<file path="config.mk">
export PLATFORM = sky130hd
export DESIGN_NAME = conv_pe
export DESIGN_NICKNAME = d
export VERILOG_FILES = /design/src/logic/cnn_pkg.sv /design/src/logic/conv_pe.sv
export SDC_FILE = /design/constraint.sdc
export NUM_CORES = 2
export LEC_CHECK = 0
export BUFFER_PORTS_ARGS = -buffer_cell sky130_fd_sc_hd__buf_2
export CORE_UTILIZATION = 60
export DETAILED_ROUTE_END_ITERATION = 6
export GPL_TIMING_DRIVEN = 0
export PLACE_DENSITY = 0.78
export SYNTH_ARGS = -nofsm -noshare
export SYNTH_HDL_FRONTEND = slang
export SYNTH_SLANG_ARGS = --single-unit
</file>
<file path="constraint.sdc">
create_clock -name clk -period 11.5 [get_ports clk]
set_clock_uncertainty 0.05 [all_clocks]
set_input_delay 1.15 -clock clk [delete_from_list [all_inputs] [get_ports clk]]
set_output_delay 1.15 -clock clk [all_outputs]
set_load 0.005 [all_outputs]
</file>
<file path="src/logic/cnn_pkg.sv">
package cnn_pkg;

	////////////////////////////////////////////////////////////////////////////
	// Sizes
	////////////////////////////////////////////////////////////////////////////
	localparam int MAP_DIM = 8;
	localparam int OUT_DIM = 6; // Valid conv area
	localparam int POOL_DIM = 3;
	localparam int TAPS = 9;
	localparam int NUM_KERNELS = 4;
	localparam int PIX_W = 8;
	localparam int ACC_W = 20;
	localparam int RES_W = 16;
	localparam int APB_AW = 10;

	// Word index map, taken from paddr[9:2]
	localparam logic [7:0] FEAT_BASE = 8'd0;
	localparam logic [7:0] COEF_BASE = 8'd64; // kernel*9 + tap
	localparam logic [7:0] RES_BASE = 8'd128;
	localparam logic [7:0] STATUS_IDX = 8'd255; // Bit 0 busy

	localparam logic [1:0] OP_BIAS = 2'd1;
	localparam logic [1:0] OP_CONV = 2'd2;

	////////////////////////////////////////////////////////////////////////////
	// Instruction word, two views of the same 32 bits
	////////////////////////////////////////////////////////////////////////////
	typedef struct packed {
		logic [1:0] opcode;
		logic [1:0] kernel;
		logic [3:0] shift; // Arithmetic right shift after bias
		logic relu;
		logic pool; // 2x2 max pool into 3x3
		logic [21:0] pad;
	} conv_inst_t;

	typedef struct packed {
		logic [1:0] opcode;
		logic [1:0] kernel;
		logic [11:0] pad;
		logic signed [15:0] bias;
	} bias_inst_t;

	typedef union packed {
		conv_inst_t conv;
		bias_inst_t bias;
	} inst_t;

	typedef struct packed {
		logic psel;
		logic penable;
		logic pwrite;
		logic [APB_AW-1:0] paddr;
		logic [31:0] pwdata;
	} apb_req_t;

	typedef struct packed {
		logic [31:0] prdata;
		logic pready;
		logic pslverr;
	} apb_rsp_t;

	typedef struct packed {
		logic en;
		logic [5:0] index;
		logic signed [PIX_W-1:0] pixel;
	} pix_wr_t;

	// For a bias the index is the kernel number
	typedef struct packed {
		logic en;
		logic is_bias;
		logic [5:0] index;
		logic signed [15:0] value;
	} coef_wr_t;

	typedef struct packed {
		logic [TAPS-1:0][PIX_W-1:0] pix; // Row major, tap 0 top left
	} window_t;

	typedef struct packed {
		logic [1:0] kernel;
		logic [3:0] shift;
		logic relu;
	} pe_cfg_t;

	typedef struct packed {
		logic valid;
		logic [5:0] index;
		logic merge; // Max with stored value
	} res_tag_t;

	typedef struct packed {
		res_tag_t tag;
		logic signed [RES_W-1:0] value;
	} res_wr_t;

endpackage

</file>
<file path="src/logic/conv_pe.sv">
module conv_pe (
	input logic clk,
	input logic reset,
	input cnn_pkg::coef_wr_t coef_wr,
	input cnn_pkg::pe_cfg_t pe_cfg,
	input cnn_pkg::window_t window,
	input cnn_pkg::res_tag_t tag,
	output cnn_pkg::res_wr_t res
);

	logic signed [cnn_pkg::PIX_W-1:0] weight [cnn_pkg::NUM_KERNELS * cnn_pkg::TAPS];
	logic signed [cnn_pkg::RES_W-1:0] bias_bank [cnn_pkg::NUM_KERNELS];
	logic [5:0] wbase;

	logic signed [2*cnn_pkg::PIX_W-1:0] prod [cnn_pkg::TAPS];
	logic signed [cnn_pkg::ACC_W-1:0] acc, shifted;
	logic signed [cnn_pkg::RES_W-1:0] sat_value, res_value_q;
	cnn_pkg::res_tag_t tag_win, tag_prod, res_tag_q;

	////////////////////////////////////////////////////////////////////////////
	// Kernel and bias bank
	////////////////////////////////////////////////////////////////////////////
	always_ff @(posedge clk) begin
		if (coef_wr.en) begin
			if (coef_wr.is_bias)
				bias_bank[coef_wr.index[1:0]] <= coef_wr.value;
			else
				weight[coef_wr.index] <= coef_wr.value[cnn_pkg::PIX_W-1:0]; // 8 bit weights
		end
	end

	assign wbase = 6'(pe_cfg.kernel) * 6'(cnn_pkg::TAPS);

	// Stage one, nine products
	always_ff @(posedge clk) begin
		for (int t = 0; t < cnn_pkg::TAPS; t++) begin
			prod[t] <= $signed(window.pix[t]) * weight[wbase + 6'(t)];
		end
	end

	// Stage two, sum with bias, shift, ReLU, saturate
	always_comb begin
		acc = cnn_pkg::ACC_W'(bias_bank[pe_cfg.kernel]);
		for (int t = 0; t < cnn_pkg::TAPS; t++) begin
			acc = acc + cnn_pkg::ACC_W'(prod[t]);
		end
		shifted = acc >>> pe_cfg.shift;
		if (pe_cfg.relu && shifted[cnn_pkg::ACC_W-1])
			sat_value = '0;
		else if (&shifted[cnn_pkg::ACC_W-1:cnn_pkg::RES_W-1]
			|| ~|shifted[cnn_pkg::ACC_W-1:cnn_pkg::RES_W-1])
			sat_value = shifted[cnn_pkg::RES_W-1:0]; // Fits in 16 bits
		else if (shifted[cnn_pkg::ACC_W-1])
			sat_value = {1'b1, {(cnn_pkg::RES_W - 1){1'b0}}};
		else
			sat_value = {1'b0, {(cnn_pkg::RES_W - 1){1'b1}}};
	end

	always_ff @(posedge clk) begin
		res_value_q <= sat_value;
	end

	// Tag arrives with the position, one cycle ahead of the window
	always_ff @(posedge clk) begin
		if (reset) begin
			tag_win <= '0;
			tag_prod <= '0;
			res_tag_q <= '0;
		end else begin
			tag_win <= tag;
			tag_prod <= tag_win;
			res_tag_q <= tag_prod;
		end
	end

	assign res = '{tag: res_tag_q, value: res_value_q};

endmodule

</file>
==> results.txt <==
clk root buf = clkbuf_16
IO Port Bufs = 130
Tmin final = 11.13 ns
io pins = 137
critical path type = in2reg
layout cell share with drive strength beyond 1 = 14.5%
Core Region = 83,600 µm²
top-count cell post-synth = inv_1
WL final = 158,000 µm
syn nets = 5,439
clock-pin slew on the worst setup and hold paths = 0.06 ns
DRT Pass-1 Iters = 7
first-pass GRT wire length = 234,000 µm
H-tree depth = 2
#FFs+latches synth = 536
Synth top area share = 24.8%
vias in the first global route = 37,100
fillers = 6,315
CP arrival = 11.60 ns
Detail Route Antenna Nets = 0
failing checks = capacitance limit, slew limit
number of CTS-inserted buffers = 56
largest net degree at the start of global routing = 41
Slew Viols, Final = 18
number of distinct library cells after synthesis = 81
post-synthesis average cell area = 11.5 µm²
worst hold path class = reg2reg
GPL Wtd Cong = 1.08
CP Max Fanout = 10
maxcap violations = 3
Nets = 5,648
worst-skew pair later-pin latency = 0.70 ns
Finished Layout Cells = 5,750
post-detail-place hpwl = 124,000 µm
DRC violations left = 0
dominant synthesized flop cell = edfxtp_1
via count = 36,200
Die X-Extent = 292 µm
hold_ws = 0.384 ns
hold buffers post-CTS = 0
Yosys Warn Count = 0
Final period util = 96.8%
GRT Resource Usage Total = 37.9%
Initial Util = 60.5%
# placed instances = 5,638
clk buf depth = 3
row cnt = 106
Die Y = 292 µm
Synth-to-Final Area Change = 8.34%
Final Hold Viols = 0
DP Area = 52,900 µm²
final instance area = 54,800 µm²
grt total ovfl = 0
WL/cell = 27.4 µm
die area = 85,400 µm²
Synth area leader = fa_1
initial antenna violation count = 14
Setup-failing EPs final = 0
asr flop ratio synth = 0%
top cells by area, synth = fa_1, edfxtp_1, mux4_2, dfxtp_1, ha_1
slew margin rel. = -7.84%
Synth Instances = 4,410
startpoint types = input pin
Avg Vias per Cell = 6.29
Post-synth top cells = inv_1, fa_1, edfxtp_1
Sinks on Clock Net = 536
setup TNS = 0 ns
worst-margin pin slew = 1.61 ns
CTS tree = built
Cell Area, Synth = 50,600 µm²
number of flops mapped to enable cells by yosys = 352
CP endpoint kind = flip-flop
Req. time, crit path = 11.98 ns
Iteration-0 DRC Markers = 3,924
status = finished with violations
Seq/Total Area, Yosys = 28.2%
Max Clk Rate = 89.9 MHz
## cells in the final DEF, fill, tap and decap left out, types with 22 or more instances in the layout
master | netlist | routed
nor2_1 | 227 | 204
mux2i_1 | 79 | 78
nor2_2 | 0 | 23
buf_1 | 24 | 22
a21boi_0 | 38 | 38
edfxtp_1 | 352 | 352
or2_2 | 33 | 33
a21oi_1 | 97 | 95
nor2b_1 | 79 | 79
clkbuf_1 | 62 | 69
ha_1 | 289 | 289
buf_2 | 46 | 175
o21ai_1 | 28 | 28
nand2_1 | 333 | 333
o21ai_0 | 100 | 100
dfxtp_1 | 184 | 184
inv_1 | 793 | 792
mux4_2 | 270 | 270
o211ai_1 | 47 | 47
nand2b_1 | 71 | 71
and2_1 | 234 | 234
fa_1 | 627 | 627
clkbuf_16 | 0 | 56
xnor2_1 | 126 | 126
mux2_2 | 32 | 32
nand3_1 | 23 | 23
## per-stage QoR
step	setup slack, ns	utilization [%]
after floorplan	2.67	-
after global placement	-0.949	62.9
after detailed placement	-0.676	63.3
after CTS	0.214	65.5
after global routing	-0.0174	65.6
final	0.373	65.6
## registers in the layout, indices dropped and copies added (netlist names)
signal / flops
tag_win: 8
prod: 144
weight: 288
bias_bank: 64
res: 8
tag_prod: 8
res_value_q: 16
## final cells by class
class,count,area (µm²),area share [%]
repair buffers,153,940,1.72
clock inverters,36,367,0.669
plain buffers,136,606,1.11
inverters,796,2990,5.46
multi-input cells,2940,32800,59.9
diodes,4,10.0,0.0183
well taps,1080,1350,2.47
flip-flops and latches,536,14300,26.0
clock buffers,69,1460,2.67
## routing by layer
metal / track usage [%] / wire length, µm / vias up / part of all wire (%)
li1: - / - / 15200 / -
met4: 23.3 / 12200 / 18 / 7.8
met1: 46.3 / 54700 / 18100 / 35
met2: 58.0 / 70100 / 2285 / 44
met5: 2.38 / 359 / - / 0.23
met3: 13.1 / 20400 / 599 / 13
## worst max-delay path, cell delays in order
cell,delay (ns)
buf_2,0.15
buf_2,0.26
buf_2,0.47
clkbuf_1,1.02
clkbuf_1,0.93
clkbuf_1,0.84
clkbuf_1,0.58
mux4_2,0.40
inv_1,0.08
fa_1,0.53
fa_1,0.53
fa_1,0.50
inv_1,0.05
fa_1,0.47
inv_1,0.08
fa_1,0.51
inv_1,0.05
ha_1,0.36
a21o_1,0.27
o21a_1,0.20
a311oi_1,0.32
nor2b_1,0.10
a211oi_2,0.52
mux4_2,0.43
o211ai_2,0.10
a21o_2,0.23
buf_6,0.14
o31ai_1,0.26
## final timing paths
kind,start,end,slack (ns),cells past startpoint
setup reg to reg,weight[24][0],prod[0][94],4.09,21
setup / recovery,pe_cfg[6],res_value_q[5],0.37,28
hold reg to reg,tag_win[7],tag_prod[7],0.38,1
hold / removal,tag_win[7],tag_prod[7],0.38,1
## what timing repair did
item	4_1_cts	5_1_grt
setup endpoints to repair	1	8
endpoints found under the hold margin	0	0
setup buffers	0	4
resized for setup	0	12
## kinds of logic after synthesis
group                    synth area share, %
adder cells (fa/ha/maj)                 32.0
multiplexers                            14.4
XOR/XNOR                                2.29
flip-flops                              28.2
buffers and inverters                   7.11
AND/OR/NAND/NOR                         10.5
AO/OA/AOI/OAI                           5.60
Power is left out: the tool's default activity adds up to more than one toggle a clock period on the data nets, which glitch-free logic cannot reach.
