==> config.mk <==
export PLATFORM = sky130hd
export DESIGN_NAME = feature_window
export DESIGN_NICKNAME = d
export VERILOG_FILES = /design/src/logic/cnn_pkg.sv /design/src/logic/feature_window.sv
export SDC_FILE = /design/constraint.sdc
export NUM_CORES = 1
export LEC_CHECK = 0
export BUFFER_PORTS_ARGS = -buffer_cell sky130_fd_sc_hd__buf_2
export CAP_MARGIN = 20
export CORE_MARGIN = 4
export CORE_UTILIZATION = 55
export CTS_CLUSTER_DIAMETER = 150
export CTS_CLUSTER_SIZE = 25
export DETAILED_ROUTE_END_ITERATION = 6
export GPL_TIMING_DRIVEN = 0
export PLACE_DENSITY_LB_ADDON = 0.15
export SETUP_SLACK_MARGIN = 0.15
export SYNTH_ARGS = -nofsm -noshare
export SYNTH_HDL_FRONTEND = slang
export SYNTH_SLANG_ARGS = --single-unit
==> constraint.sdc <==
create_clock -name clk -period 2.1 [get_ports clk]
set_input_delay 0.21 -clock clk [delete_from_list [all_inputs] [get_ports clk]]
set_output_delay 0.21 -clock clk [all_outputs]
set_load 0.05 [all_outputs]
==> src/logic/cnn_pkg.sv <==
package cnn_pkg;

	////////////////////////////////////////////////////////////////////////////
	// Sizes
	////////////////////////////////////////////////////////////////////////////
	localparam int MAP_DIM = 8;
	localparam int OUT_DIM = 6; // Valid conv area
	localparam int POOL_DIM = 3;
	localparam int TAPS = 9;
	localparam int NUM_KERNELS = 4;
	localparam int PIX_W = 8;
	localparam int ACC_W = 20;
	localparam int RES_W = 16;
	localparam int APB_AW = 10;

	// Word index map, taken from paddr[9:2]
	localparam logic [7:0] FEAT_BASE = 8'd0;
	localparam logic [7:0] COEF_BASE = 8'd64; // kernel*9 + tap
	localparam logic [7:0] RES_BASE = 8'd128;
	localparam logic [7:0] STATUS_IDX = 8'd255; // Bit 0 busy

	localparam logic [1:0] OP_BIAS = 2'd1;
	localparam logic [1:0] OP_CONV = 2'd2;

	////////////////////////////////////////////////////////////////////////////
	// Instruction word, two views of the same 32 bits
	////////////////////////////////////////////////////////////////////////////
	typedef struct packed {
		logic [1:0] opcode;
		logic [1:0] kernel;
		logic [3:0] shift; // Arithmetic right shift after bias
		logic relu;
		logic pool; // 2x2 max pool into 3x3
		logic [21:0] pad;
	} conv_inst_t;

	typedef struct packed {
		logic [1:0] opcode;
		logic [1:0] kernel;
		logic [11:0] pad;
		logic signed [15:0] bias;
	} bias_inst_t;

	typedef union packed {
		conv_inst_t conv;
		bias_inst_t bias;
	} inst_t;

	typedef struct packed {
		logic psel;
		logic penable;
		logic pwrite;
		logic [APB_AW-1:0] paddr;
		logic [31:0] pwdata;
	} apb_req_t;

	typedef struct packed {
		logic [31:0] prdata;
		logic pready;
		logic pslverr;
	} apb_rsp_t;

	typedef struct packed {
		logic en;
		logic [5:0] index;
		logic signed [PIX_W-1:0] pixel;
	} pix_wr_t;

	// For a bias the index is the kernel number
	typedef struct packed {
		logic en;
		logic is_bias;
		logic [5:0] index;
		logic signed [15:0] value;
	} coef_wr_t;

	typedef struct packed {
		logic [TAPS-1:0][PIX_W-1:0] pix; // Row major, tap 0 top left
	} window_t;

	typedef struct packed {
		logic [1:0] kernel;
		logic [3:0] shift;
		logic relu;
	} pe_cfg_t;

	typedef struct packed {
		logic valid;
		logic [5:0] index;
		logic merge; // Max with stored value
	} res_tag_t;

	typedef struct packed {
		res_tag_t tag;
		logic signed [RES_W-1:0] value;
	} res_wr_t;

endpackage

==> src/logic/feature_window.sv <==
module feature_window (
	input logic clk,
	input logic reset,
	input cnn_pkg::pix_wr_t pix_wr,
	input logic [2:0] win_row,
	input logic [2:0] win_col,
	output cnn_pkg::window_t window
);

	logic [cnn_pkg::PIX_W-1:0] pix_mem [cnn_pkg::MAP_DIM * cnn_pkg::MAP_DIM];

	////////////////////////////////////////////////////////////////////////////
	// Feature map, row major, index = row*8 + col
	////////////////////////////////////////////////////////////////////////////
	always_ff @(posedge clk) begin
		if (pix_wr.en)
			pix_mem[pix_wr.index] <= pix_wr.pixel;
	end

	// 3x3 window with top left corner at (win_row, win_col)
	always_ff @(posedge clk) begin
		for (int t = 0; t < cnn_pkg::TAPS; t++) begin
			window.pix[t] <= pix_mem[{win_row + 3'(t / 3), win_col + 3'(t % 3)}];
		end
	end

	// Window must stay inside the 8x8 map
	a_pos_range: assert property (@(posedge clk) disable iff (reset)
		win_row <= 3'(cnn_pkg::OUT_DIM - 1) && win_col <= 3'(cnn_pkg::OUT_DIM - 1));

endmodule

==> impl_metrics.csv, run 1 <==
group,metric,value,unit
status,run_status,"complete, but fails checks",
status,violations,"design-rule violations, negative setup slack",
layout,post_layout_instance_count_excluding_filler_cells,3150,
synth,yosys.area.top_type_share,48.8,%
setup_path,reg2reg_from,"pix_mem[47][0]",
layout,most-common-layout-cells,"512 x sky130_fd_sc_hd__edfxtp_1, 324 x sky130_fd_sc_hd__mux2i_1, 261 x sky130_fd_sc_hd__nand3_1",
clocking,cts_inserted_buffers,27,
synth,mapped_nets,2161,
power_and_ir_drop,finalPower,27300,µW
layout,layout-drive-gt1-share,37.7,%
power_and_ir_drop,power.static_leakage,0.0132,µW
clocking,clockBufferDepth,3,
timing,post-route-worst-setup-slack,-181,ps
timing,rsz0062_at_grt,"yes",
power_and_ir_drop,irDropWorstVdd,0.000889,V
grt,grt.total_usage,43.5,%
floorplan,die_width,247,µm
grt,grt_start_max_net_pins,65,
synth,synthesis_stage_register_bit_count,584,
placement,pre_cts_slack,-1690,ps
routing,detailedRoute.firstIterationViolations,4273,
synth,yosys_warnings,0,
grt,grt_first_pass_wirelength,181000,µm
placement,placedCellCount,2991,
routing,detailroute.via_count,24158,
timing,fmax,438,MHz
timing,final.setup_skew,51.5,ps
setup_path,worstPathArrival,2560,ps
clocking,clkTransAtPathRegs,110,ps
min_path,holdPathEnd,"pix_mem[53][5]",
routing,drt_drc_violations_left,2,
grt,first_global_vias,22528,
setup_path,critical_path.endpoint_type,"flip-flop",
synth,synth_top_cell_by_area,"sky130_fd_sc_hd__edfxtp_1",
routing,route.antenna.remaining_nets,0,
routing,detailed_router_iteration_count_before_antenna_repair,7,
floorplan,row_count,87,
routing,drt-total-wl,137000,µm
floorplan,initial_utilization,55.7,%
timing,report.final.setup_viol,107,
synth,total_standard_cell_area_after_synthesis,0.0315,mm²
grt,leftover_overflow_at_the_end_of_global_routing,0,
setup_path,crit_path_start,"pix_wr[14]",
floorplan,design.die.area,0.0611,mm²
layout,flow.area_growth_from_synthesis,18.8,%
synth,async_flop_share,0,%
layout,most_common_library_cell_in_the_layout_ignoring_fill_and_taps,"sky130_fd_sc_hd__edfxtp_1",
min_path,min_path_cells,1,
min_path,hp-class,"in2reg",
synth,synthesized_area_per_cell,14.7,µm²
synth,synth-edff-count,512,
floorplan,fp.coreArea,0.0565,mm²
routing,via_per_inst,7.67,
clocking,htree_num_levels,1,
timing,drv_slew,0,
timing,finalHoldViolations,0,
timing,finalCriticalPeriod,2280,ps
clocking,clockRootBuffer,"sky130_fd_sc_hd__clkbuf_16",
timing,post-route-period-util,109,%
routing,avgRoutedWirePerCell,43.5,µm
setup_path,start_kind,"input port",
setup_path,critical_path.reg2reg.endpoint,"window[24]",
timing,hold-worst-slack,60.1,ps
min_path,hold_path_startpoint,"pix_wr[5]",
flow_run,maxCapViolations,0,
synth,ys_types,37,
setup_path,setup.reg_to_reg.worst_slack,-90,ps
placement,port-buffer-count,89,
setup_path,path_max_fanout,8,
layout,post-route-util,66.2,%
timing,tightest_slew,1400,ps
clocking,tritoncts_sink_count,584,
setup_path,reg2reg_depth,4,
grt,antenna_found_initial,6,
placement,post-dp-hpwl,97400,µm
placement,gp_congestion,1.07,
power_and_ir_drop,power_density,730,mW/mm²
synth,post_synth_inst_count,2136,
synth,synth_sequential_area_ratio,53.4,%
floorplan,ioPinCount,95,
clocking,tritoncts,"built",
floorplan,die_y,247,µm
synth,synth_top_cells_by_area,"sky130_fd_sc_hd__edfxtp_1 49%, sky130_fd_sc_hd__mux4_2 16%, sky130_fd_sc_hd__mux2i_1 13%",
clocking,clk_latency,670,ps
synth,dominant_synthesized_flop_cell,"sky130_fd_sc_hd__edfxtp_1",
setup_path,cp.required,2380,ps
layout,finalNetCount,2391,
timing,timing.slew.headroom,6.70,%
setup_path,timing_worst_setup_path_type,"in2reg",
area by class of cell:
cell class | count | area, µm²
Sequential cell | 584 | 16800
Clock buffer | 48 | 754
Antenna cell | 7 | 17.5
Clock inverter | 2 | 36.3
Fill cell | 3947 | 19100
Buffer | 197 | 1810
Timing Repair Buffer | 201 | 1650
Tap cell | 756 | 946
Inverter | 3 | 12.5
Multi-Input combinational cell | 1352 | 15300
cell families (layout without fill, tap and decap cells):
| logic type | count (synthesis) | after routing | synth area share, % |
|---|---|---|---|
| and+or+nand+nor | 478 | 478 | 7.64 |
| other | 0 | 7 | 0 |
| DFF | 584 | 584 | 53.4 |
| muxes | 748 | 748 | 33.3 |
| buffers and inverters | 200 | 451 | 2.92 |
| xor gates and xnor gates | 3 | 3 | 0.0835 |
| AOI/OAI and AO/OA | 121 | 121 | 2.55 |
| adders and majority gates | 2 | 2 | 0.0795 |
synth_stat cells, types with 2 or more instances:
library cell	n
sky130_fd_sc_hd__nor2b_1	5
sky130_fd_sc_hd__mux2_2	105
sky130_fd_sc_hd__buf_4	5
sky130_fd_sc_hd__mux4_2	229
sky130_fd_sc_hd__xor2_1	2
sky130_fd_sc_hd__or2_1	28
sky130_fd_sc_hd__buf_6	5
sky130_fd_sc_hd__or3b_2	2
sky130_fd_sc_hd__or2_2	2
sky130_fd_sc_hd__nand2b_1	3
sky130_fd_sc_hd__edfxtp_1	512
sky130_fd_sc_hd__o221ai_1	14
sky130_fd_sc_hd__nand3b_1	3
sky130_fd_sc_hd__o22a_1	14
sky130_fd_sc_hd__nand4_1	65
sky130_fd_sc_hd__o21ai_0	28
sky130_fd_sc_hd__buf_2	89
sky130_fd_sc_hd__inv_1	2
sky130_fd_sc_hd__nand2_1	36
sky130_fd_sc_hd__nor2_1	71
sky130_fd_sc_hd__o22ai_1	60
sky130_fd_sc_hd__dfxtp_1	72
sky130_fd_sc_hd__nand3_1	261
sky130_fd_sc_hd__mux2i_1	413
sky130_fd_sc_hd__ha_1	2
sky130_fd_sc_hd__clkbuf_1	73
sky130_fd_sc_hd__buf_1	25
critical path, cell delays in order:
cell and delay, ps:
sky130_fd_sc_hd__buf_2 120, sky130_fd_sc_hd__nor2b_1 270, sky130_fd_sc_hd__nand3_1 810, sky130_fd_sc_hd__nor2_1 1140
how the worst max path moves through the flow:
stage                     cells past startpoint  slack, ps              to
after floorplan                               8         80      window[70]
after global placement                        9      -1630      window[60]
after detailed placement                      9      -1690      window[60]
after CTS                                     4        -80  pix_mem[13][3]
after global routing                          4       -100  pix_mem[37][0]
final                                         4       -180  pix_mem[37][3]
power breakdown:
| group | switching, µW | internal [µW] | total, µW |
|---|---|---|---|
| clock network | 3820 | 2500 | 6320 |
| logic | 5110 | 2810 | 7920 |
| registers | 123 | 12900 | 13100 |
| total | 9050 | 18200 | 27300 |
per-stage QoR:
step | TNS, ps | area [µm²]
detailed placement | -324910 | 33500
finish | -8220 | 37400
floorplan | 0 | 31900
global placement | -324870 | 33300
CTS | -1200 | 36100
global route | -2780 | 37400
per-layer routing:
layer,up-vias,GRT usage [%],part of all wire [%]
met1,12134,57.7,35
met3,524,18.8,17
met2,2373,60.6,41
met5,-,0,0.11
li1,9123,-,-
met4,4,23.3,7.5
registers in the layout (all words and copies together), names as in the netlist:
name	cells
pix_mem	512
window	72
what timing repair did:
item	CTS	global route
hold buffers	0	3
hold endpoints to repair	0	21
resized for setup	389	154
setup endpoints to repair	259	318
cloned	0	10
pin swaps	45	51
setup buffers	44	40
Power figures use the tool's default switching activity.
==> run 2: changes to the inputs <==
Settings changed: CELL_PAD_IN_SITES_DETAIL_PLACEMENT from default to 1, CELL_PAD_IN_SITES_GLOBAL_PLACEMENT from default to 1, CORE_UTILIZATION 55 to 48.
==> impl_metrics.csv, run 2 (same netlist as run 1, synthesis figures left out) <==
group,metric,value,unit
status,run_status,"complete, but fails checks",
status,violations,"negative setup slack",
min_path,hold_path_startpoint,"pix_wr[6]",
timing,timing.slew.headroom,15.5,%
floorplan,die_width,264,µm
routing,drt-total-wl,149000,µm
setup_path,critical_path_buf_inv_count,5,
layout,largest_register_ffs,512,
setup_path,start_kind,"input port",
placement,port-buffer-count,89,
setup_path,cp_slowest_cell,"sky130_fd_sc_hd__mux4_2",
clocking,clockBufferDepth,3,
floorplan,fp.coreArea,0.0647,mm²
grt,grt_start_max_net_pins,65,
setup_path,path_max_fanout,10,
setup_path,crit_cells,9,
power_and_ir_drop,finalPower,27600,µW
clocking,cts_inserted_buffers,27,
timing,post-route-period-util,107,%
clocking,htree_num_levels,1,
routing,route.antenna.remaining_nets,0,
floorplan,ioPinCount,95,
routing,drt_drc_violations_left,0,
power_and_ir_drop,power_switching_share,33.5,%
power_and_ir_drop,share_comb_of_total_power,29.8,%
floorplan,row_count,93,
power_and_ir_drop,irDropWorstVdd,0.000795,V
setup_path,crit_path_start,"win_col[0]",
setup_path,cpPeakStageDelay,580,ps
placement,post-dp-hpwl,106000,µm
power_and_ir_drop,switching_power,9250,µW
timing,final.setup_skew,35.2,ps
clocking,clk_latency,650,ps
routing,via_per_inst,7.41,
layout,most_common_library_cell_in_the_layout_ignoring_fill_and_taps,"sky130_fd_sc_hd__edfxtp_1",
setup_path,timing.critical_path.cells,"buf_8 -> buf_4 -> clkinv_1 -> clkbuf_4 -> clkbuf_4 -> nand3_1 -> nand4_1 -> mux4_2 -> mux2i_2",
layout,most-common-layout-cells,"512 x sky130_fd_sc_hd__edfxtp_1, 301 x sky130_fd_sc_hd__mux2i_1, 257 x sky130_fd_sc_hd__nand3_1",
power_and_ir_drop,internal_power_summed_over_all_cells,18400,µW
floorplan,design.die.area,0.0697,mm²
routing,detailed_router_iteration_count_before_antenna_repair,6,
power_and_ir_drop,power_density,725,mW/mm²
clocking,clockRootBuffer,"sky130_fd_sc_hd__clkbuf_16",
timing,report.final.setup_viol,14,
setup_path,worstPathArrival,2760,ps
timing,post-route-worst-setup-slack,-154,ps
placement,gp_congestion,1.01,
layout,max_flop_register,"pix_mem",
layout,layout-drive-gt1-share,40.2,%
setup_path,cp_top_delay_family,"buffers and inverters",
grt,first_global_vias,23510,
setup_path,cp.required,2610,ps
grt,grt.total_usage,41.1,%
routing,avgRoutedWirePerCell,45.7,µm
layout,flow.area_growth_from_synthesis,21.1,%
timing,finalCriticalPeriod,2250,ps
clocking,clkTransAtPathRegs,110,ps
layout,post_layout_instance_count_excluding_filler_cells,3261,
floorplan,initial_utilization,48.7,%
grt,leftover_overflow_at_the_end_of_global_routing,0,
power_and_ir_drop,clkPwrFrac,22.9,%
routing,detailroute.via_count,24155,
timing,hold-worst-slack,35.5,ps
timing,tightest_slew,1270,ps
timing,drv_slew,0,
power_and_ir_drop,power.static_leakage,0.0134,µW
grt,antenna_found_initial,9,
layout,finalNetCount,2408,
setup_path,reg2reg_depth,4,
layout,n_fill_cell,5971,
setup_path,timing_worst_setup_path_type,"in2reg",
clocking,tritoncts_sink_count,584,
timing,rsz0062_at_grt,"yes",
min_path,hp-class,"in2reg",
min_path,min_path_cells,1,
flow_run,maxCapViolations,0,
placement,placedCellCount,3088,
floorplan,die_y,264,µm
setup_path,reg2reg_from,"pix_mem[61][0]",
timing,finalHoldViolations,0,
timing,fmax,444,MHz
clocking,tritoncts,"built",
power_and_ir_drop,power.share.sequential,47.3,%
grt,grt_first_pass_wirelength,199000,µm
routing,detailedRoute.firstIterationViolations,4065,
timing,finalSetupTns,-836,ps
setup_path,worst_path_most_repeated_cell,"sky130_fd_sc_hd__clkbuf_4",
setup_path,critical_path.endpoint_type,"flip-flop",
## run 2: final timing paths
path / endpoint / slack, ps
setup / recovery: window[38] / -150
hold / removal: pix_mem[7][6] / 40
setup reg to reg: window[24] / -110
hold reg to reg: window[42] / 1110
## run 2: layout make-up
type                            instances  area, µm²  share of cell area [%]
Sequential cell                       584      16800                    44.1
Multi-Input combinational cell       1352      15600                    40.8
Timing Repair Buffer                  218       1950                    5.12
Buffer                                197       1910                    5.01
Tap cell                              855       1070                    2.81
Clock buffer                           48        754                    1.98
Clock inverter                          2       36.3                  0.0952
Inverter                                3       11.3                  0.0295
Antenna cell                            2       5.00                  0.0131
## run 2: stage by stage
stage               worst slack [ps]  cell area (µm²)  utilization (%)
finish                          -154            38100             58.9
global route                    -120            38100             58.9
CTS                            -98.8            36700             56.8
detailed placement             -1810            33600             51.9
global placement               -1750            33400             51.7
floorplan                       78.3            31900                -
## run 2: power groups by stage
stage               combinational [µW]  sequential (µW)  clock (µW)
floorplan                         3070            14200           0
global placement                  6550            13300           0
detailed placement                6630            13300           0
CTS                               7500            13100        6320
global route                      8270            13100        6760
finish                            8230            13100        6340
## run 2: repair_timing
item                                    CTS  global route
pin swaps                                58            29
cloned                                    4            10
hold buffers                              1             0
gates resized for setup                 465           160
buffers inserted                         64            38
hold endpoints to repair                 16             0
endpoints found under the setup margin  464           289
## run 2: per-layer routing
| layer | share of wire (%) | global-route usage, % | routed length (µm) | vias up |
|---|---|---|---|---|
| met5 | 0.0087 | 0 | 13 | - |
| met2 | 42 | 59.8 | 63200 | 2020 |
| met1 | 37 | 55.3 | 54400 | 12541 |
| met4 | 6.8 | 20.6 | 10100 | 2 |
| li1 | - | - | - | 9158 |
| met3 | 14 | 14.1 | 21200 | 434 |
