$ cat src/logic/cnn_pkg.sv
package cnn_pkg;

	////////////////////////////////////////////////////////////////////////////
	// Sizes
	////////////////////////////////////////////////////////////////////////////
	localparam int MAP_DIM = 8;
	localparam int OUT_DIM = 6; // Valid conv area
	localparam int POOL_DIM = 3;
	localparam int TAPS = 9;
	localparam int NUM_KERNELS = 4;
	localparam int PIX_W = 8;
	localparam int ACC_W = 20;
	localparam int RES_W = 16;
	localparam int APB_AW = 10;

	// Word index map, taken from paddr[9:2]
	localparam logic [7:0] FEAT_BASE = 8'd0;
	localparam logic [7:0] COEF_BASE = 8'd64; // kernel*9 + tap
	localparam logic [7:0] RES_BASE = 8'd128;
	localparam logic [7:0] STATUS_IDX = 8'd255; // Bit 0 busy

	localparam logic [1:0] OP_BIAS = 2'd1;
	localparam logic [1:0] OP_CONV = 2'd2;

	////////////////////////////////////////////////////////////////////////////
	// Instruction word, two views of the same 32 bits
	////////////////////////////////////////////////////////////////////////////
	typedef struct packed {
		logic [1:0] opcode;
		logic [1:0] kernel;
		logic [3:0] shift; // Arithmetic right shift after bias
		logic relu;
		logic pool; // 2x2 max pool into 3x3
		logic [21:0] pad;
	} conv_inst_t;

	typedef struct packed {
		logic [1:0] opcode;
		logic [1:0] kernel;
		logic [11:0] pad;
		logic signed [15:0] bias;
	} bias_inst_t;

	typedef union packed {
		conv_inst_t conv;
		bias_inst_t bias;
	} inst_t;

	typedef struct packed {
		logic psel;
		logic penable;
		logic pwrite;
		logic [APB_AW-1:0] paddr;
		logic [31:0] pwdata;
	} apb_req_t;

	typedef struct packed {
		logic [31:0] prdata;
		logic pready;
		logic pslverr;
	} apb_rsp_t;

	typedef struct packed {
		logic en;
		logic [5:0] index;
		logic signed [PIX_W-1:0] pixel;
	} pix_wr_t;

	// For a bias the index is the kernel number
	typedef struct packed {
		logic en;
		logic is_bias;
		logic [5:0] index;
		logic signed [15:0] value;
	} coef_wr_t;

	typedef struct packed {
		logic [TAPS-1:0][PIX_W-1:0] pix; // Row major, tap 0 top left
	} window_t;

	typedef struct packed {
		logic [1:0] kernel;
		logic [3:0] shift;
		logic relu;
	} pe_cfg_t;

	typedef struct packed {
		logic valid;
		logic [5:0] index;
		logic merge; // Max with stored value
	} res_tag_t;

	typedef struct packed {
		res_tag_t tag;
		logic signed [RES_W-1:0] value;
	} res_wr_t;

endpackage

$ cat src/logic/cnn_ctrl.sv
module cnn_ctrl (
	input logic clk,
	input logic reset,
	input cnn_pkg::apb_req_t apb_req,
	output cnn_pkg::apb_rsp_t apb_rsp,
	input cnn_pkg::inst_t instruct,
	input logic inst_empty,
	output logic inst_req,
	output cnn_pkg::pix_wr_t pix_wr,
	output cnn_pkg::coef_wr_t coef_wr,
	output cnn_pkg::pe_cfg_t pe_cfg,
	output logic [2:0] win_row,
	output logic [2:0] win_col,
	output cnn_pkg::res_tag_t tag,
	output logic [5:0] res_rd_index,
	input logic [cnn_pkg::RES_W-1:0] res_rd_data
);

	logic [7:0] word_idx;
	logic access, wr_ok;
	logic in_feat, in_coef, in_res, is_status;
	logic [31:0] prdata;
	logic slv_err;

	logic busy, draining;
	logic [1:0] drain_cnt;
	logic [2:0] row, col;
	logic cfg_pool;
	logic issuing;
	logic [5:0] full_index, pool_index;

	logic bias_pend;
	logic [1:0] bias_kernel;
	logic signed [15:0] bias_value;

	////////////////////////////////////////////////////////////////////////////
	// APB decode
	////////////////////////////////////////////////////////////////////////////
	assign word_idx = apb_req.paddr[cnn_pkg::APB_AW-1:2];
	assign access = apb_req.psel & apb_req.penable;
	assign wr_ok = access & apb_req.pwrite & ~busy;

	assign in_feat = word_idx < cnn_pkg::FEAT_BASE + 8'(cnn_pkg::MAP_DIM * cnn_pkg::MAP_DIM);
	assign in_coef = word_idx >= cnn_pkg::COEF_BASE
		&& word_idx < cnn_pkg::COEF_BASE + 8'(cnn_pkg::NUM_KERNELS * cnn_pkg::TAPS);
	assign in_res = word_idx >= cnn_pkg::RES_BASE
		&& word_idx < cnn_pkg::RES_BASE + 8'(cnn_pkg::OUT_DIM * cnn_pkg::OUT_DIM);
	assign is_status = word_idx == cnn_pkg::STATUS_IDX;

	assign pix_wr = '{en: wr_ok & in_feat, index: 6'(word_idx - cnn_pkg::FEAT_BASE),
		pixel: apb_req.pwdata[cnn_pkg::PIX_W-1:0]};

	// Pending bias wins the port over a host write
	always_comb begin
		if (bias_pend)
			coef_wr = '{en: 1'b1, is_bias: 1'b1, index: {4'b0, bias_kernel}, value: bias_value};
		else
			coef_wr = '{en: wr_ok & in_coef, is_bias: 1'b0,
				index: 6'(word_idx - cnn_pkg::COEF_BASE), value: apb_req.pwdata[15:0]};
	end

	assign res_rd_index = 6'(word_idx - cnn_pkg::RES_BASE);

	always_comb begin
		prdata = '0;
		if (in_res && !busy)
			prdata = {{(32 - cnn_pkg::RES_W){res_rd_data[cnn_pkg::RES_W-1]}}, res_rd_data};
		else if (is_status)
			prdata = {31'b0, busy};
	end

	assign slv_err = access & (apb_req.pwrite ? (~(in_feat | in_coef) | busy)
		: (in_res & busy));

	assign apb_rsp = '{prdata: prdata, pready: access, pslverr: slv_err};

	////////////////////////////////////////////////////////////////////////////
	// Instruction fetch and position sequencer
	////////////////////////////////////////////////////////////////////////////
	assign inst_req = ~busy & ~inst_empty; // FWFT head taken this cycle
	assign issuing = busy & ~draining;

	always_ff @(posedge clk) begin
		if (reset) begin
			busy <= 1'b0;
			draining <= 1'b0;
			drain_cnt <= '0;
			row <= '0;
			col <= '0;
			cfg_pool <= 1'b0;
			pe_cfg <= '0;
			bias_pend <= 1'b0;
		end else begin
			bias_pend <= inst_req && instruct.bias.opcode == cnn_pkg::OP_BIAS;
			if (inst_req && instruct.conv.opcode == cnn_pkg::OP_CONV) begin
				busy <= 1'b1;
				draining <= 1'b0;
				row <= '0;
				col <= '0;
				cfg_pool <= instruct.conv.pool;
				pe_cfg <= '{kernel: instruct.conv.kernel, shift: instruct.conv.shift,
					relu: instruct.conv.relu};
			end else if (issuing) begin
				if (col == 3'(cnn_pkg::OUT_DIM - 1)) begin
					col <= '0;
					if (row == 3'(cnn_pkg::OUT_DIM - 1)) begin
						draining <= 1'b1; // Last position issued
						drain_cnt <= '0;
					end else begin
						row <= row + 3'd1;
					end
				end else begin
					col <= col + 3'd1;
				end
			end else if (draining) begin
				// Busy covers three cycles after the last issue
				if (drain_cnt == 2'd2) begin
					busy <= 1'b0;
					draining <= 1'b0;
				end else begin
					drain_cnt <= drain_cnt + 2'd1;
				end
			end
		end
	end

	always_ff @(posedge clk) begin
		if (inst_req) begin
			bias_kernel <= instruct.bias.kernel;
			bias_value <= instruct.bias.bias;
		end
	end

	assign full_index = 6'(row) * 6'(cnn_pkg::OUT_DIM) + 6'(col);
	assign pool_index = 6'(row >> 1) * 6'(cnn_pkg::POOL_DIM) + 6'(col >> 1);

	assign win_row = row;
	assign win_col = col;
	assign tag = '{valid: issuing, index: cfg_pool ? pool_index : full_index,
		merge: cfg_pool & (row[0] | col[0])};

	a_conv_sets_busy: assert property (@(posedge clk) disable iff (reset)
		inst_req && instruct.conv.opcode == cnn_pkg::OP_CONV |=> busy && !inst_req);
	a_penable_psel: assert property (@(posedge clk) disable iff (reset)
		apb_req.penable |-> apb_req.psel);

endmodule

$ cat config.mk
export PLATFORM = sky130hd
export DESIGN_NAME = cnn_ctrl
export DESIGN_NICKNAME = d
export VERILOG_FILES = /design/src/logic/cnn_pkg.sv /design/src/logic/cnn_ctrl.sv
export SDC_FILE = /design/constraint.sdc
export NUM_CORES = 1
export LEC_CHECK = 0
export BUFFER_PORTS_ARGS = -buffer_cell sky130_fd_sc_hd__buf_2
export CORE_ASPECT_RATIO = 1.75
export CORE_MARGIN = 10
export CORE_UTILIZATION = 37
export CTS_BUF_LIST = sky130_fd_sc_hd__clkbuf_4
export CTS_CLUSTER_SIZE = 10
export DETAILED_ROUTE_END_ITERATION = 6
export GPL_ROUTABILITY_DRIVEN = 0
export PLACE_DENSITY = 0.9
export SLEW_MARGIN = 10
export SYNTH_ARGS = -nofsm -noshare
export SYNTH_HDL_FRONTEND = slang
export SYNTH_SLANG_ARGS = --single-unit
$ cat constraint.sdc
create_clock -name clk -period 2.5 [get_ports clk]
set_input_delay 0.5 -clock clk [delete_from_list [all_inputs] [get_ports clk]]
set_output_delay 0.5 -clock clk [all_outputs]
set_load 0.005 [all_outputs]
==> run_results.csv, run 1 <==
group,metric,value,unit
run_status,status,"finished, violations left",
run_status,failing_checks,"negative setup slack",
clock_network,cts_inserted_buffers,5,
floorplan,die_width,81.29,um
critical_path,critical_path_arrival,2.25,ns
cells_and_area,most_common_cell_after_layout_fill_and_taps_aside,"buf_2",
cells_and_area,areaGrowthSynthToFinish,37.76,%
routing,wl_per_cell,16.87,um
clock_network,clk-insertion-delay-late,0.34,ns
critical_path,crit-reg2reg-capture,"drain_cnt[1]$_SDFFE_PP0P_",
placed_design,buffers_added_on_ports,172,
logic_synthesis,synth_top_area_cell,"edfxtp_1",
timing,setup_total_negative_slack,-0.3076,ns
routing,routed-via-count,2208,
global_routing,groute.usage.overall,0.1413,
clock_network,htree_num_levels,2,
cells_and_area,nFillCells,557,
logic_synthesis,top_area_cells_in_the_synthesized_netlist,"edfxtp_1, dfxtp_1, buf_4, mux2_2, ha_1",
pwr,pwr_density_cell,432.3,nW/um^2
logic_synthesis,synthesis_stage_register_bit_count,37,
timing,rsz0062_at_grt,"yes",
logic_synthesis,asyncSetResetFlopFracSynth,0,
timing,fin_worst_skew,0.01263,ns
routing,drt_wl_total,7863,um
cells_and_area,layoutNonFillerInstCount,466,
logic_synthesis,sequential_fraction_of_the_synthesis_area,0.3786,
run,max_cap_viol_count,0,
cells_and_area,final_nets,492,
timing,fin_hold_ws,0.3133,ns
floorplan,die_area,10350,sq um
clock_network,clkTransAtPathRegs,0.13,ns
critical_path,critPathCapture,"tag[3]",
critical_path,reg2reg_setup_slack,0.90,ns
routing,drt_drc_violations_left,0,
routing,post_drt_via_cell_ratio,4.738,
cells_and_area,final_core_density,0.5202,
placed_design,post_dp_cell_area,3122,sq um
floorplan,initial_utilization,0.3776,
floorplan,floorplan.die.height,127.3,um
timing,finalSetupViolCount,2,
logic_synthesis,syn-instance-count,241,
critical_path,ff2ff_path_depth,4,
logic_synthesis,synth_area_per_cell,10.09,sq um
timing,setup_ws,-0.2474,ns
logic_synthesis,synthesis.area,2432,sq um
cells_and_area,drive_above_1_share,0.6276,
routing,drt_pre_antenna_iters,4,
global_routing,grt_pass1_wl,11780,um
placed_design,place_hpwl,6592,um
logic_synthesis,most_instantiated_flip_flop_cell_in_the_synthesis_netlist,"dfxtp_1",
timing,final_hold_viol_count,0,
timing,slew_headroom,0.6900,
timing,period_utilization,1.099,
placed_design,dp_slack,0.05763,ns
timing,fmax,364.0,MHz
global_routing,grt_start_max_net_pins,25,
clock_network,clock_tree.buffer_depth,2,
critical_path,critical_path_peak_fanout,2,
routing,drt_first_iter_violations,53,
cells_and_area,post_route_cell_area,3351,sq um
critical_path,setup.worst_path.class,"flop to output port",
critical_path,r2r-start,"busy$_SDFFE_PP0P_",
global_routing,globalRoute.totalOverflow,0,
placed_design,place.detailed.instances,456,
routing,drtAntennaViolNets,0,
logic_synthesis,synth_top_area_frac,0.2222,
cells_and_area,antenna-diode-count,0,
floorplan,rows,39,
critical_path,timing.critical_path.required,2.00,ns
clock_network,clock_tree_from_tritoncts,"yes",
clock_network,clock_sink_count,37,
timing,final.min_clock_period,2.747,ns
logic_synthesis,synth_enable_flop_cells,18,
critical_path,setup_crit_start_kind,"flop",
hold_path,hold_path_class,"input port to flop",
timing,worst_max_slew_pin_slew,0.4644,ns
hold_path,min-delay-start,"instruct[1]",
pwr,p_leak,1.677,nW
pwr,worst_supply_voltage_drop_on_vdd,0.0002921,V
timing,final-max-slew-violation-count,0,
global_routing,grt_antenna_before_repair,0,
logic_synthesis,yosys_warnings,0,
clock_network,clk_root_buffer_cell,"clkbuf_4",
global_routing,first_global_vias,2311,
floorplan,fp.coreArea,6441,sq um
cells_and_area,most-common-layout-cells,"buf_2, nand2_1, mux2_2",
critical_path,worstSetupEndpointType,"output port",
pwr,total_power,1.449,mW
logic_synthesis,synthDistinctLibCells,43,
critical_path,critical_path.startpoint,"win_row[2]$_SDFFE_PP0P_",
logic_synthesis,syn-num-nets,350,
floorplan,io-pin-count,197,
-- registers in the layout, indices dropped and copies added, names as in the netlist --
name,cells
win_col,3
bias_value,16
bias_pend,1
cfg_pool,1
draining,1
pe_cfg,7
bias_kernel,2
win_row,3
busy,1
drain_cnt,2
-- worst max-delay path, stage by stage, from the launching register on --
cell	delay, ns
dfxtp_2	0.36
inv_2	0.04
fa_1	0.52
inv_1	0.04
ha_2	0.16
fa_2	0.40
mux2_4	0.27
buf_6	0.12
-- per-layer routing --
metal / global-route usage / up-vias / share of wire
met5: 0 / - / 0
li1: - / 1059 / -
met2: 0.2756 / 104 / 0.57
met4: 0.05937 / 0 / 0.026
met3: 0.03862 / 15 / 0.10
met1: 0.1268 / 1030 / 0.30
-- kinds of logic (layout without fill, tap and decap cells) --
kind of cell | after synthesis | after routing | share of synthesized area
simple gates | 78 | 78 | 0.1780
buf+inv | 58 | 201 | 0.1600
flops | 37 | 37 | 0.3786
compound gates | 27 | 27 | 0.08129
mux | 22 | 22 | 0.1013
fa+ha+maj | 13 | 13 | 0.07922
xor+xnor | 6 | 6 | 0.02161
-- Yosys cell counts (2+ instances only) --
cell      instances
nand3b_1          3
nand2_1          24
buf_4            43
fa_1              4
buf_2             2
clkbuf_1          4
nor3_1            2
nor2_1           12
o21ai_0           4
xor2_1            3
nor2b_1           6
a21oi_1          12
dfxtp_1          19
and2_1           16
nand4_1           4
mux2_2           21
ha_1              9
edfxtp_1         18
a211o_1           2
inv_1             8
xnor2_1           3
-- how the worst min path moves through the flow --
stage	slack, ns	to	cells past startpoint
3_3_place_gp	0.44	pe_cfg[0]$_SDFFE_PP0P_	2
6_report	0.31	bias_value[1]$_DFFE_PP_	1
4_1_cts	0.30	bias_value[5]$_DFFE_PP_	1
2_1_floorplan	0.45	pe_cfg[0]$_SDFFE_PP0P_	2
5_1_grt	0.28	bias_value[2]$_DFFE_PP_	1
3_5_place_dp	0.44	pe_cfg[1]$_SDFFE_PP0P_	2
-- power breakdown --
part	internal, mW	leakage [nW]	switching, mW
clock network	0.315	0.0558	0.224
logic	0.124	1.29	0.109
registers	0.663	0.331	0.0142
-- timing repair --
item | CTS | global route
resized for setup | 21 | 6
setup endpoints to repair | 5 | 22
buffers inserted | 2 | 1
pin swaps | 9 | 2
hold buffers | 0 | 0
-- area by class of cell --
type	count	area [sq um]	share of cell area
repair buffers	185	978.4	0.2920
well taps	82	102.6	0.03062
multi-input cells	146	1205	0.3596
clock buffers	5	37.54	0.01120
clock inverters	3	68.82	0.02054
flip-flops and latches	37	925.9	0.2763
inverters	8	32.53	0.009709
Power figures use the tool's default switching activity.
==> run 2: changes to the inputs <==
--- a/config.mk
+++ b/config.mk
@@ -6,14 +6,15 @@
 export NUM_CORES = 1
 export LEC_CHECK = 0
 export BUFFER_PORTS_ARGS = -buffer_cell sky130_fd_sc_hd__buf_2
+export CELL_PAD_IN_SITES_DETAIL_PLACEMENT = 2
+export CELL_PAD_IN_SITES_GLOBAL_PLACEMENT = 2
 export CORE_ASPECT_RATIO = 1.75
-export CORE_MARGIN = 10
-export CORE_UTILIZATION = 37
+export CORE_UTILIZATION = 19
 export CTS_BUF_LIST = sky130_fd_sc_hd__clkbuf_4
 export CTS_CLUSTER_SIZE = 10
 export DETAILED_ROUTE_END_ITERATION = 6
 export GPL_ROUTABILITY_DRIVEN = 0
-export PLACE_DENSITY = 0.9
+export PLACE_DENSITY = 0.88
 export SLEW_MARGIN = 10
 export SYNTH_ARGS = -nofsm -noshare
 export SYNTH_HDL_FRONTEND = slang
==> run 2 against run 1 <==
- the run still ends with negative setup slack left
- setup slack got worse by 0.046 ns
- routed wire length increased by 15%
- cell count is 19% higher
- total power increased by 1.2%
- sequential cell count did not move
- clock-buffer cell count unchanged
- sequential power about the same
- largest cell class unchanged
- highest routed layer unchanged
==> run_results.csv, run 2 (synthesis results as in run 1) <==
group,metric,value,unit
run_status,status,"finished, violations left",
run_status,failing_checks,"negative setup slack",
cells_and_area,most-common-layout-cells,"buf_2, nand2_1, mux2_2",
clock_network,cts_inserted_buffers,5,
cells_and_area,post_route_cell_area,3511,sq um
placed_design,place_hpwl,7389,um
routing,drt_wl_total,9081,um
global_routing,grt_antenna_before_repair,0,
timing,period_utilization,1.117,
floorplan,floorplan.die.height,151.7,um
pwr,p_leak,1.695,nW
global_routing,globalRoute.totalOverflow,0,
hold_path,hold_path_class,"input port to flop",
timing,final.min_clock_period,2.793,ns
placed_design,post_dp_cell_area,3232,sq um
cells_and_area,most_common_cell_after_layout_fill_and_taps_aside,"buf_2",
routing,drtAntennaViolNets,0,
routing,drt_pre_antenna_iters,3,
critical_path,critical_path_peak_fanout,2,
clock_network,clkTransAtPathRegs,0.13,ns
global_routing,grt_start_max_net_pins,25,
timing,worst_max_slew_pin_slew,0.5483,ns
cells_and_area,flip_flop_count_of_the_largest_register_all_copies_and_words_added,16,
clock_network,hold_buffers,0,
cells_and_area,drive_above_1_share,0.6434,
placed_design,buffers_added_on_ports,172,
critical_path,worstSetupEndpointType,"output port",
clock_network,clk_root_buffer_cell,"clkbuf_4",
timing,fin_worst_skew,0.01148,ns
floorplan,die_area,13280,sq um
floorplan,die_width,87.53,um
pwr,pwr_density_cell,417.5,nW/um^2
placed_design,place.detailed.instances,542,
clock_network,clock_tree_from_tritoncts,"yes",
routing,wl_per_cell,16.36,um
timing,final-max-slew-violation-count,0,
cells_and_area,areaGrowthSynthToFinish,44.34,%
pwr,total_power,1.466,mW
cells_and_area,layout_top_registers,"bias_value x16, pe_cfg x7",
floorplan,fp.coreArea,12500,sq um
floorplan,rows,54,
clock_network,clock_sink_count,37,
critical_path,setup_crit_start_kind,"flop",
global_routing,grt_pass1_wl,13060,um
routing,drt_drc_violations_left,0,
critical_path,setup.worst_path.class,"flop to output port",
floorplan,io-pin-count,197,
cells_and_area,layoutNonFillerInstCount,555,
cells_and_area,largest_register,"bias_value",
global_routing,groute.usage.overall,0.1338,
timing,final_hold_viol_count,0,
run,max_cap_viol_count,0,
timing,finalSetupViolCount,3,
cells_and_area,antenna-diode-count,0,
timing,rsz0062_at_grt,"yes",
timing,fmax,358.0,MHz
clock_network,clk-insertion-delay-late,0.36,ns
timing,slew_headroom,0.6340,
clock_network,htree_num_levels,2,
global_routing,first_global_vias,2419,
cells_and_area,final_nets,495,
routing,post_drt_via_cell_ratio,4.123,
placed_design,dp_slack,0.01727,ns
critical_path,critical_path_arrival,2.29,ns
pwr,worst_supply_voltage_drop_on_vdd,0.0003725,V
routing,drt_first_iter_violations,25,
floorplan,initial_utilization,0.1946,
critical_path,timing.critical_path.required,2.00,ns
timing,setup_ws,-0.2931,ns
routing,routed-via-count,2288,
clock_network,clock_tree.buffer_depth,2,
-- run 2: worst max-delay path, cell delays in order, from the launching register on --
cell and delay, ns:
dfxtp_2 0.36, inv_2 0.04, fa_1 0.55, inv_2 0.05, ha_4 0.15, fa_2 0.41, mux2_4 0.27, buf_6 0.12
-- run 2: path summary, 6_finish.rpt --
path | to | cells past startpoint | slack, ns | from
worst max-delay path | tag[3] | 7 | -0.29 | win_row[2]$_SDFFE_PP0P_
worst min-delay path | bias_value[0]$_DFFE_PP_ | 1 | 0.31 | instruct[0]
worst max register to register | win_row[1]$_SDFFE_PP0P_ | 4 | 0.78 | busy$_SDFFE_PP0P_
worst min register to register | pe_cfg[2]$_SDFFE_PP0P_ | 2 | 0.46 | pe_cfg[2]$_SDFFE_PP0P_
-- run 2: power breakdown --
| group | switching (mW) | internal [mW] | leakage, nW | total (mW) |
|---|---|---|---|---|
| logic | 0.114 | 0.124 | 1.31 | 0.238 |
| clock network | 0.234 | 0.315 | 0.0558 | 0.549 |
| registers | 0.0153 | 0.663 | 0.331 | 0.679 |
| total | 0.363 | 1.10 | 1.69 | 1.47 |
-- run 2: repair_timing --
action | in CTS | in global routing
gates resized for setup | 22 | 12
endpoints found under the setup margin | 5 | 22
pin swaps | 8 | 5
setup buffers | 5 | 3
-- run 2: stage by stage --
step | hold WS, ns | setup TNS [ns] | utilization
finish | 0.3144 | -0.4341 | 0.2809
global route | 0.2837 | -0.8402 | 0.2809
CTS | 0.2883 | -0.7146 | 0.2772
detailed placement | 0.4516 | 0 | 0.2586
global placement | 0.4399 | 0 | 0.2586
floorplan | 0.4527 | 0 | -
-- run 2: routing by layer --
metal | up-vias | global-route usage | part of all wire
li1 | 1064 | - | -
met1 | 1095 | 0.1140 | 0.31
met2 | 109 | 0.2848 | 0.61
met3 | 20 | 0.02438 | 0.052
met4 | 0 | 0.05738 | 0.030
met5 | - | 0 | 0
-- run 2: cell type report --
type | instances | area (sq um)
fillers | 1470 | 8989
clock inverters | 3 | 68.82
well taps | 168 | 210.2
repair buffers | 188 | 1005
multi-input cells | 146 | 1231
inverters | 8 | 32.53
flip-flops and latches | 37 | 925.9
clock buffers | 5 | 37.54
==> run 3: changes to the inputs <==
--- a/config.mk
+++ b/config.mk
@@ -15,6 +15,7 @@
 export DETAILED_ROUTE_END_ITERATION = 6
 export GPL_ROUTABILITY_DRIVEN = 0
 export PLACE_DENSITY = 0.88
+export SKIP_CTS_REPAIR_TIMING = 1
 export SLEW_MARGIN = 10
 export SYNTH_ARGS = -nofsm -noshare
 export SYNTH_HDL_FRONTEND = slang
==> run 3 against run 2 <==
- the run still ends with negative setup slack left
- total power fell by 0.14%
- maximum frequency increased by 0.29%
- final area is 1.2% lower
- sequential cell count stayed put
- setup slack improved by 0.0081 ns
- clock skew fell by 0.0014 ns
- non-clock buffer count down 3
- cell count is 0.54% lower
==> run_results.csv, run 3 (synthesis results as in run 1) <==
group,metric,value,unit
run_status,status,"finished, violations left",
run_status,failing_checks,"negative setup slack",
routing,drtAntennaViolNets,0,
critical_path,critical_path_arrival,2.28,ns
timing,period_utilization,1.114,
placed_design,buffers_added_on_ports,172,
run,max_cap_viol_count,0,
global_routing,first_global_vias,2387,
routing,drt_wl_total,8965,um
placed_design,post_dp_cell_area,3232,sq um
pwr,p_leak,1.667,nW
routing,drt_pre_antenna_iters,3,
timing,slew_headroom,0.6342,
critical_path,critical_path.startpoint,"win_row[1]$_SDFFE_PP0P_",
timing,setup_total_negative_slack,-0.6598,ns
global_routing,globalRoute.totalOverflow,0,
timing,fin_hold_ws,0.3144,ns
timing,setup_ws,-0.2850,ns
floorplan,initial_utilization,0.1946,
cells_and_area,areaGrowthSynthToFinish,42.64,%
timing,rsz0062_at_grt,"yes",
clock_network,cts_inserted_buffers,5,
clock_network,clk-insertion-delay-late,0.35,ns
clock_network,clk_root_buffer_cell,"clkbuf_4",
hold_path,hold_path_class,"input port to flop",
clock_network,clkTransAtPathRegs,0.13,ns
timing,worst_max_slew_pin_slew,0.5480,ns
critical_path,setup.worst_path.class,"flop to output port",
floorplan,floorplan.die.height,151.7,um
cells_and_area,drive_above_1_share,0.6354,
cells_and_area,nFillCells,1478,
cells_and_area,largest_register,"bias_value",
cells_and_area,flip_flop_count_of_the_largest_register_all_copies_and_words_added,16,
global_routing,grt_antenna_before_repair,0,
cells_and_area,final_nets,492,
hold_path,min-delay-start,"instruct[0]",
floorplan,fp.coreArea,12500,sq um
floorplan,die_area,13280,sq um
pwr,worst_supply_voltage_drop_on_vdd,0.0003695,V
cells_and_area,final_core_density,0.2776,
clock_network,clock_tree_from_tritoncts,"yes",
routing,wl_per_cell,16.24,um
pwr,pwr_density_cell,421.9,nW/um^2
critical_path,worstSetupEndpointType,"output port",
routing,drt_first_iter_violations,25,
floorplan,rows,54,
cells_and_area,layout_top_registers,"bias_value x16, pe_cfg x7",
clock_network,htree_num_levels,2,
cells_and_area,antenna-diode-count,0,
timing,fmax,359.1,MHz
critical_path,timing.critical_path.required,2.00,ns
routing,post_drt_via_cell_ratio,4.141,
clock_network,clock_sink_count,37,
timing,final.min_clock_period,2.785,ns
timing,final-max-slew-violation-count,0,
routing,drt_drc_violations_left,0,
floorplan,io-pin-count,197,
pwr,total_power,1.464,mW
global_routing,grt_pass1_wl,12530,um
cells_and_area,most-common-layout-cells,"buf_2, nand2_1, mux2_2",
global_routing,groute.usage.overall,0.1279,
routing,routed-via-count,2286,
placed_design,place_hpwl,7389,um
floorplan,die_width,87.53,um
timing,final_hold_viol_count,0,
critical_path,r2r-start,"busy$_SDFFE_PP0P_",
cells_and_area,most_common_cell_after_layout_fill_and_taps_aside,"buf_2",
cells_and_area,post_route_cell_area,3470,sq um
global_routing,grt_start_max_net_pins,25,
clock_network,clock_tree.buffer_depth,2,
timing,fin_worst_skew,0.01006,ns
critical_path,critical_path_peak_fanout,2,
critical_path,setup_crit_start_kind,"flop",
timing,finalSetupViolCount,4,
run 3: changes by cell type in the layout (fill, tap and decap cells not counted), sizes merged:
cell	before	now
buf	188	185
run 3: final timing paths:
check,cells past startpoint,to,slack (ns)
max,7,tag[3],-0.28
min,1,bias_value[0]$_DFFE_PP_,0.31
max reg2reg,4,win_row[1]$_SDFFE_PP0P_,0.78
min reg2reg,2,pe_cfg[2]$_SDFFE_PP0P_,0.46
run 3: cell type report:
type	instances	area [sq um]	share of cell area
multi-input combinational	146	1220	0.3516
timing repair buffer	185	974.7	0.2809
sequential	37	925.9	0.2669
tap	168	210.2	0.06058
clock inverter	3	68.82	0.01983
clock buffer	5	37.54	0.01082
inverter	8	32.53	0.009376
run 3: worst max-delay path: stages (launching register included):
cell	delay, ns
dfxtp_2	0.36
inv_2	0.04
fa_1	0.55
inv_2	0.05
ha_4	0.15
fa_2	0.40
mux2_4	0.27
buf_6	0.12
run 3: per-layer routing:
| metal | vias up | GRT usage | part of all wire |
|---|---|---|---|
| li1 | 1058 | - | - |
| met1 | 1099 | 0.1066 | 0.31 |
| met2 | 109 | 0.2719 | 0.60 |
| met3 | 20 | 0.02438 | 0.054 |
| met4 | 0 | 0.05984 | 0.031 |
| met5 | - | 0 | 0 |
run 3: where the power goes:
| group | switching (mW) | total, mW | internal, mW |
|---|---|---|---|
| logic | 0.114 | 0.238 | 0.124 |
| clock network | 0.233 | 0.547 | 0.315 |
| registers | 0.0151 | 0.678 | 0.663 |
run 3: stage by stage:
step	instances	setup slack, ns
after global placement	542	0.03517
final	552	-0.2850
after CTS	550	-0.4124
after floorplan	241	0.04062
after detailed placement	542	0.01727
after global routing	552	-0.3711
